==> src/ext_mem_defines.svh <==
`ifndef EXT_MEM_DEFINES_SVH
`define EXT_MEM_DEFINES_SVH

// byte address width seen on the bus
`define EM_ADDR_W        8
// byte lanes per memory word
`define EM_NUM_BYTES     4
`define EM_BYTE_W        8
`define EM_DATA_W        (`EM_NUM_BYTES * `EM_BYTE_W)

// low address bits that pick a byte inside a word
`define EM_BYTE_SEL_W    $clog2(`EM_NUM_BYTES)
`define EM_WORD_ADDR_W   (`EM_ADDR_W - `EM_BYTE_SEL_W)
`define EM_NUM_WORDS     64

// edges from read sample to data on the bus, never below 1
`define EM_READ_LATENCY  2

`endif

==> src/ext_mem_pkg.sv <==
`default_nettype none

`include "ext_mem_defines.svh"

package ext_mem_pkg;

   // one memory word, seen whole or lane by lane
   typedef union packed {
      logic [`EM_DATA_W-1:0]                     word;
      logic [`EM_NUM_BYTES-1:0][`EM_BYTE_W-1:0]  bytes;
   } mem_word_u;

   // --------------------------------------------------
   // raw conduit bus as driven from outside
   // --------------------------------------------------
   typedef struct packed {
      logic [`EM_ADDR_W-1:0]     address;
      logic                      chipselect;
      logic                      read;
      logic                      write;
      logic                      outputenable;
      logic [`EM_NUM_BYTES-1:0]  byteenable;
   } conduit_bus_t;

   // --------------------------------------------------
   // decoded command shared by storage and read pipe
   // --------------------------------------------------
   typedef struct packed {
      logic [`EM_WORD_ADDR_W-1:0]  word_addr;
      // read that is allowed to drive the bus later
      logic                        rd_issue;
      logic                        wr_en;
      // byte enables spread over every bit of their lane
      logic [`EM_DATA_W-1:0]       byte_mask;
      logic [`EM_NUM_BYTES-1:0]    byte_en;
   } mem_cmd_t;

endpackage

`default_nettype wire

==> src/cmd_decode.sv <==
`default_nettype none

`include "ext_mem_defines.svh"

module cmd_decode (
   input  wire ext_mem_pkg::conduit_bus_t  bus,
   output ext_mem_pkg::mem_cmd_t           cmd
);

   // --------------------------------------------------
   // address and strobes
   // --------------------------------------------------
   always_comb begin
      // byte select bits are dropped, the lanes come from byteenable
      cmd.word_addr = bus.address[`EM_ADDR_W-1:`EM_BYTE_SEL_W];

      // a read only counts when the bus will let us drive data back
      cmd.rd_issue  = bus.chipselect & bus.read & bus.outputenable;

      // write needs chip select only, output enable plays no part
      cmd.wr_en     = bus.chipselect & bus.write;

      cmd.byte_en   = bus.byteenable;
   end

   // --------------------------------------------------
   // byte enable to bit mask
   // --------------------------------------------------
   always_comb begin
      // each enable fills the whole width of its lane
      for (int i = 0; i < `EM_NUM_BYTES; i++) begin
         cmd.byte_mask[i*`EM_BYTE_W +: `EM_BYTE_W] = {`EM_BYTE_W{bus.byteenable[i]}};
      end
   end

   // --------------------------------------------------
   // bus protocol check
   // --------------------------------------------------
   // read and write together under chip select is legal here
   // the write wins and any read returns the old word
   // so this only warns about a suspicious master
   always_comb begin
      if (bus.chipselect) begin
         assert (!(bus.read && bus.write))
            else $warning("cmd_decode: read and write both high, addr 0x%0h",
                          bus.address);
      end
   end

endmodule

`default_nettype wire

==> src/mem_array.sv <==
`default_nettype none

`include "ext_mem_defines.svh"

module mem_array (
   input  wire logic                    clk,
   input  wire logic                    internal_reset,
   input  wire ext_mem_pkg::mem_cmd_t   cmd,
   input  wire ext_mem_pkg::mem_word_u  data_in,
   output ext_mem_pkg::mem_word_u       rd_word
);

   import ext_mem_pkg::*;

   // --------------------------------------------------
   // storage
   // --------------------------------------------------
   mem_word_u mem [`EM_NUM_WORDS];

   // whole array goes back to zero on reset
   // a write only touches the lanes that are enabled
   always_ff @(posedge clk or posedge internal_reset) begin
      if (internal_reset) begin
         for (int w = 0; w < `EM_NUM_WORDS; w++) begin
            mem[w] <= '0;
         end
      end else if (cmd.wr_en) begin
         // merge lane by lane through the byte view
         for (int b = 0; b < `EM_NUM_BYTES; b++) begin
            if (cmd.byte_en[b]) begin
               mem[cmd.word_addr].bytes[b] <= data_in.bytes[b];
            end
         end
      end
   end

   // --------------------------------------------------
   // read port
   // --------------------------------------------------
   // combinational, so a write on this edge is not seen yet
   // the read pipe captures the old word on a shared edge
   assign rd_word = mem[cmd.word_addr];

   // --------------------------------------------------
   // checks
   // --------------------------------------------------
   // an unknown address would smear the write over unknown words
   // and the cleared contents could no longer be trusted
   a_wr_addr_known : assert property (
      @(posedge clk) disable iff (internal_reset)
      cmd.wr_en |-> !$isunknown(cmd.word_addr)
   ) else $error("mem_array: write with unknown word address");

endmodule

`default_nettype wire

==> src/read_pipe.sv <==
`default_nettype none

`include "ext_mem_defines.svh"

module read_pipe (
   input  wire logic                    clk,
   input  wire logic                    internal_reset,
   input  wire ext_mem_pkg::mem_cmd_t   cmd,
   input  wire ext_mem_pkg::mem_word_u  rd_word,
   output ext_mem_pkg::mem_word_u       data_out,
   output logic                         data_oe
);

   import ext_mem_pkg::*;

   localparam int LAT = `EM_READ_LATENCY;

   // --------------------------------------------------
   // pipeline stages
   // --------------------------------------------------
   // stage 0 is the capture stage and stage LAT-1 faces the bus
   logic [LAT-1:0]  stage_vld;
   mem_word_u       stage_data [LAT];

   always_ff @(posedge clk or posedge internal_reset) begin
      if (internal_reset) begin
         stage_vld <= '0;
         // payload cleared too so the bus reads zero during reset
         for (int s = 0; s < LAT; s++) begin
            stage_data[s] <= '0;
         end
      end else begin
         stage_vld[0] <= cmd.rd_issue;

         // disabled lanes read back as zero
         // an empty slot carries zero so the output needs no mux
         if (cmd.rd_issue) begin
            stage_data[0].word <= rd_word.word & cmd.byte_mask;
         end else begin
            stage_data[0].word <= '0;
         end

         // plain shift so a new read may enter every cycle
         for (int s = 1; s < LAT; s++) begin
            stage_vld[s]  <= stage_vld[s-1];
            stage_data[s] <= stage_data[s-1];
         end
      end
   end

   // --------------------------------------------------
   // bus side
   // --------------------------------------------------
   assign data_oe  = stage_vld[LAT-1];
   assign data_out = stage_data[LAT-1];

   // --------------------------------------------------
   // checks
   // --------------------------------------------------
   // zero fill of empty slots has to hold through every stage
   a_idle_zero : assert property (
      @(posedge clk) disable iff (internal_reset)
      !data_oe |-> (data_out.word == '0)
   ) else $error("read_pipe: data_out not zero while data_oe low");

endmodule

`default_nettype wire

==> src/ext_mem_top.sv <==
`default_nettype none

module ext_mem_top (
   input  wire logic                       clk,
   input  wire logic                       internal_reset,
   input  wire ext_mem_pkg::conduit_bus_t  bus,
   input  wire ext_mem_pkg::mem_word_u     data_in,
   output ext_mem_pkg::mem_word_u          data_out,
   output logic                            data_oe
);

   import ext_mem_pkg::*;

   // --------------------------------------------------
   // internal wiring
   // --------------------------------------------------
   // decoded command fans out to storage and read pipe
   mem_cmd_t   cmd;
   // stored word at the current address, before this edge's write
   mem_word_u  rd_word;

   // --------------------------------------------------
   // bus decode
   // --------------------------------------------------
   cmd_decode i_cmd_decode (
      .bus (bus),
      .cmd (cmd)
   );

   // --------------------------------------------------
   // storage
   // --------------------------------------------------
   mem_array i_mem_array (
      .clk            (clk),
      .internal_reset (internal_reset),
      .cmd            (cmd),
      .data_in        (data_in),
      .rd_word        (rd_word)
   );

   // --------------------------------------------------
   // read latency and output drive
   // --------------------------------------------------
   read_pipe i_read_pipe (
      .clk            (clk),
      .internal_reset (internal_reset),
      .cmd            (cmd),
      .rd_word        (rd_word),
      .data_out       (data_out),
      .data_oe        (data_oe)
   );

endmodule

`default_nettype wire

==> config.mk <==
export PLATFORM = sky130hd
export DESIGN_NAME = ext_mem_top
export DESIGN_NICKNAME = d
export VERILOG_FILES = /design/src/ext_mem_pkg.sv /design/src/cmd_decode.sv /design/src/mem_array.sv /design/src/read_pipe.sv /design/src/ext_mem_top.sv
export VERILOG_INCLUDE_DIRS = /design/src
export SDC_FILE = /design/constraint.sdc
export NUM_CORES = 2
export LEC_CHECK = 0
export BUFFER_PORTS_ARGS = -buffer_cell sky130_fd_sc_hd__clkbuf_2
export CAP_MARGIN = 10
export CORE_ASPECT_RATIO = 1.1
export CORE_MARGIN = 2
export CORE_UTILIZATION = 50
export DETAILED_ROUTE_END_ITERATION = 6
export PLACE_DENSITY = 0.65
export SYNTH_ARGS = -nofsm -noshare
export SYNTH_HDL_FRONTEND = slang
export SYNTH_HIERARCHICAL = 1
export SYNTH_SLANG_ARGS = --single-unit
==> constraint.sdc <==
create_clock -name clk -period 84.9 [get_ports clk]
set_input_delay 4.245 -clock clk [delete_from_list [all_inputs] [get_ports clk]]
set_output_delay 4.245 -clock clk [all_outputs]
set_load 0.01 [all_outputs]
==> reports/metrics.csv <==
metric,value,unit
status,finished clean,
synth_edf_count,0,
cp-end-kind,asynchronous set/reset pin,
post_cts_resized,0,
async_flop_share,1.00,
drtIter0Drc,4557,
clk_latency,0.84,ns
syn_to_final_growth,9.77,%
ant_nets,0,
crit_type,primary input to asynchronous set/reset pin,
die_h,461,um
pre_cts_slack,74.93,ns
r2r-end,i_read_pipe/stage_data[35],
post_cts_buffers,0,
postLayoutCoreUtil,0.553,
vdd_ir_drop_max,0.0000218,V
finalSetupViolCount,0,
vias_per_cell,6.08,
power_density,21.2,mW/mm^2
first_pass_iters,5,
synth.distinct_cells,44,
gp_congestion,0.779,
slowest_delay,0.94,ns
critPathLaunchType,primary input,
drive_gt1_frac,0.470,
crit_top_cell,buf_4,
worst_pin_slew,1.07,ns
timing.reg2reg.setup_slack,82.27,ns
cp_slowest_cell,buf_4,
final_nets,6424,
finalCritPeriodShare,0.105,
placed_area,0.0969,mm^2
fin_crit,8.91,ns
reg2reg_depth,5,
synth.avg_cell_area,14.5,um^2
synth_top_area_share,0.557,
clk_pin_slew_worst_paths,0.06,ns
switching_share,0.232,
leakage,49.1,nW
routed_wl,237000,um
critical_path.top_delay_family,buffers and inverters,
syn_inst,6567,
ys_top_cells_by_count,"dfrtp_1, mux2_2, clkbuf_1",
cts_tree,built,
grt_usage,0.247,
grt_overflow,0,
synth_top_cell_by_area,dfrtp_1,
worstPathArrival,9.71,ns
synth.top_cells.by_area,"dfrtp_1, mux2_2, mux4_2",
rsz0062_at_grt,false,
numCtsBuffers,216,
switching_power,0.000514,W
max_freq,112,MHz
htree_levels,4,
grt_pass1_wl,364000,um
holdCritPathClass,flop to flop,
crit_path_max_fanout,183,
drc,0,
yosys_warnings,6,
drv.max_cap_violation_count,0,
combPwrFrac,0.072,
cp.required,85.69,ns
core-area,0.189,mm^2
grt_pass1_vias,57400,
rows,167,
stdcell_area,0.104,mm^2
power_frac_seq,0.487,
portBuffers,80,
fp.dieArea,0.194,mm^2
intPower,0.00170,W
syn_area,0.0950,mm^2
wl_per_cell,26.0,um
path_cells,clkbuf_2 -> inv_8 -> buf_12 -> buf_4 -> buf_4 -> buf_4 -> buf_4,
vias,55300,
ys_seq_area_frac,0.557,
path_depth,7,
hold-worst-slack,0.350,ns
pin_count,83,
hold_buffers,0,
grt_max_degree,184,
synth.most_common_cell,dfrtp_1,
finalHoldViolCount,0,
cts_buffer_depth,3,
clock_skew,0.0245,ns
die_x,420,um
max_slew_margin,0.283,
initial_core_util,0.504,
root_buffer,clkbuf_16,
critPathBufInv,7,
r2r-start,i_mem_array/mem[259],
syn_nets,6617,
antenna_found_initial,4,
startpoint,internal_reset,
final.setup.tns,0,ns
ys_seq_elements,2114,
dp_hpwl,141000,um
final.fill_count,15200,
ys.flop_type,dfrtp_1,
setup_ws,75.99,ns
cts_sinks,2114,
slew_viol_final,0,
cp-endpoint,i_mem_array/mem[342],
pwr-share-clk,0.441,
area by class of cell:
type                       instances  area (um^2)  area share
multi-input combinational       3861        39600       0.379
inverter                           2         16.3    0.000156
clock inverter                    67          861     0.00825
timing repair buffer             179         1290      0.0123
clock buffer                     334         6500      0.0624
sequential                      2114        52900       0.507
tap                             2535         3170      0.0304
antenna                            3         7.51   0.0000720
cells in the final DEF, fill, tap and decap left out, types with 3 or more instances in the layout:
cell type   count
nand3b_1        4
buf_4          90
a221oi_1      135
a22oi_1       266
clkinv_2       35
clkbuf_16     221
o22a_1         12
a21oi_1        85
mux2i_1       280
nand3_1         5
mux2_2       2054
diode_2         3
clkinvlp_4      6
and3_2         33
mux4_2        226
buf_8           3
o21ai_0        80
buf_12          9
and3_1          3
nand4_1        18
and2_1          7
o22ai_1       113
inv_6           5
nor2_1         76
a31oi_1        58
o211ai_1       12
clkbuf_2       77
clkbuf_1       58
nand2_1        53
nor2_2        228
nor2b_1         7
nand2_2         4
dfrtp_1      2114
bufinv_16      18
a21o_1         59
clkbuf_8       55
or4_1          13
per-stage QoR:
step / instances / total power (W)
2_1_floorplan: 6567 / 0.00121
3_3_place_gp: 8691 / 0.00125
3_5_place_dp: 8691 / 0.00126
4_1_cts: 9092 / 0.00224
5_1_grt: 9093 / 0.00229
6_report: 9095 / 0.00221
power groups by stage:
stage | clock [W] | sequential, W | combinational (W)
final | 0.000976 | 0.00108 | 0.000159
after global routing | 0.00104 | 0.00108 | 0.000173
after CTS | 0.000997 | 0.00108 | 0.000161
after detailed placement | 0 | 0.00110 | 0.000161
after global placement | 0 | 0.00109 | 0.000157
after floorplan | 0 | 0.00109 | 0.000119
cell families after synthesis:
kind of cell,after synthesis,synth area share
muxes,2560,0.326
DFF,2114,0.557
AOI/OAI and AO/OA,828,0.0608
buffers and inverters,592,0.0277
and+or+nand+nor,473,0.0284
worst min path at each step:
stage / to / cells after the start / slack, ns / start
2_1_floorplan: i_read_pipe/data_out[0] / 0 / 0.33 / i_read_pipe/stage_data[32]
5_1_grt: i_read_pipe/data_out[17] / 0 / 0.36 / i_read_pipe/stage_data[49]
6_report: i_read_pipe/stage_vld[1] / 0 / 0.35 / i_read_pipe/stage_vld[0]
3_5_place_dp: i_read_pipe/data_out[24] / 0 / 0.34 / i_read_pipe/stage_data[56]
4_1_cts: i_read_pipe/data_out[17] / 0 / 0.35 / i_read_pipe/stage_data[49]
3_3_place_gp: i_read_pipe/data_out[18] / 0 / 0.34 / i_read_pipe/stage_data[50]
flip-flops by register name, indices dropped and copies added (netlist names):
| signal | count |
|---|---|
| i_mem_array/mem | 2048 |
| i_read_pipe/stage_data | 32 |
| i_read_pipe/data_out | 32 |
| i_read_pipe/stage_vld | 2 |
metal layers:
metal  share of wire  vias to the layer above  global-route usage
met4           0.024                        0              0.0645
li1                -                    23900                   -
met1            0.45                    29800               0.351
met3           0.049                      294              0.0359
met2            0.48                     1281               0.399
met5               0                        -                   0
No activity file was read; power rests on OpenSTA's default activity.
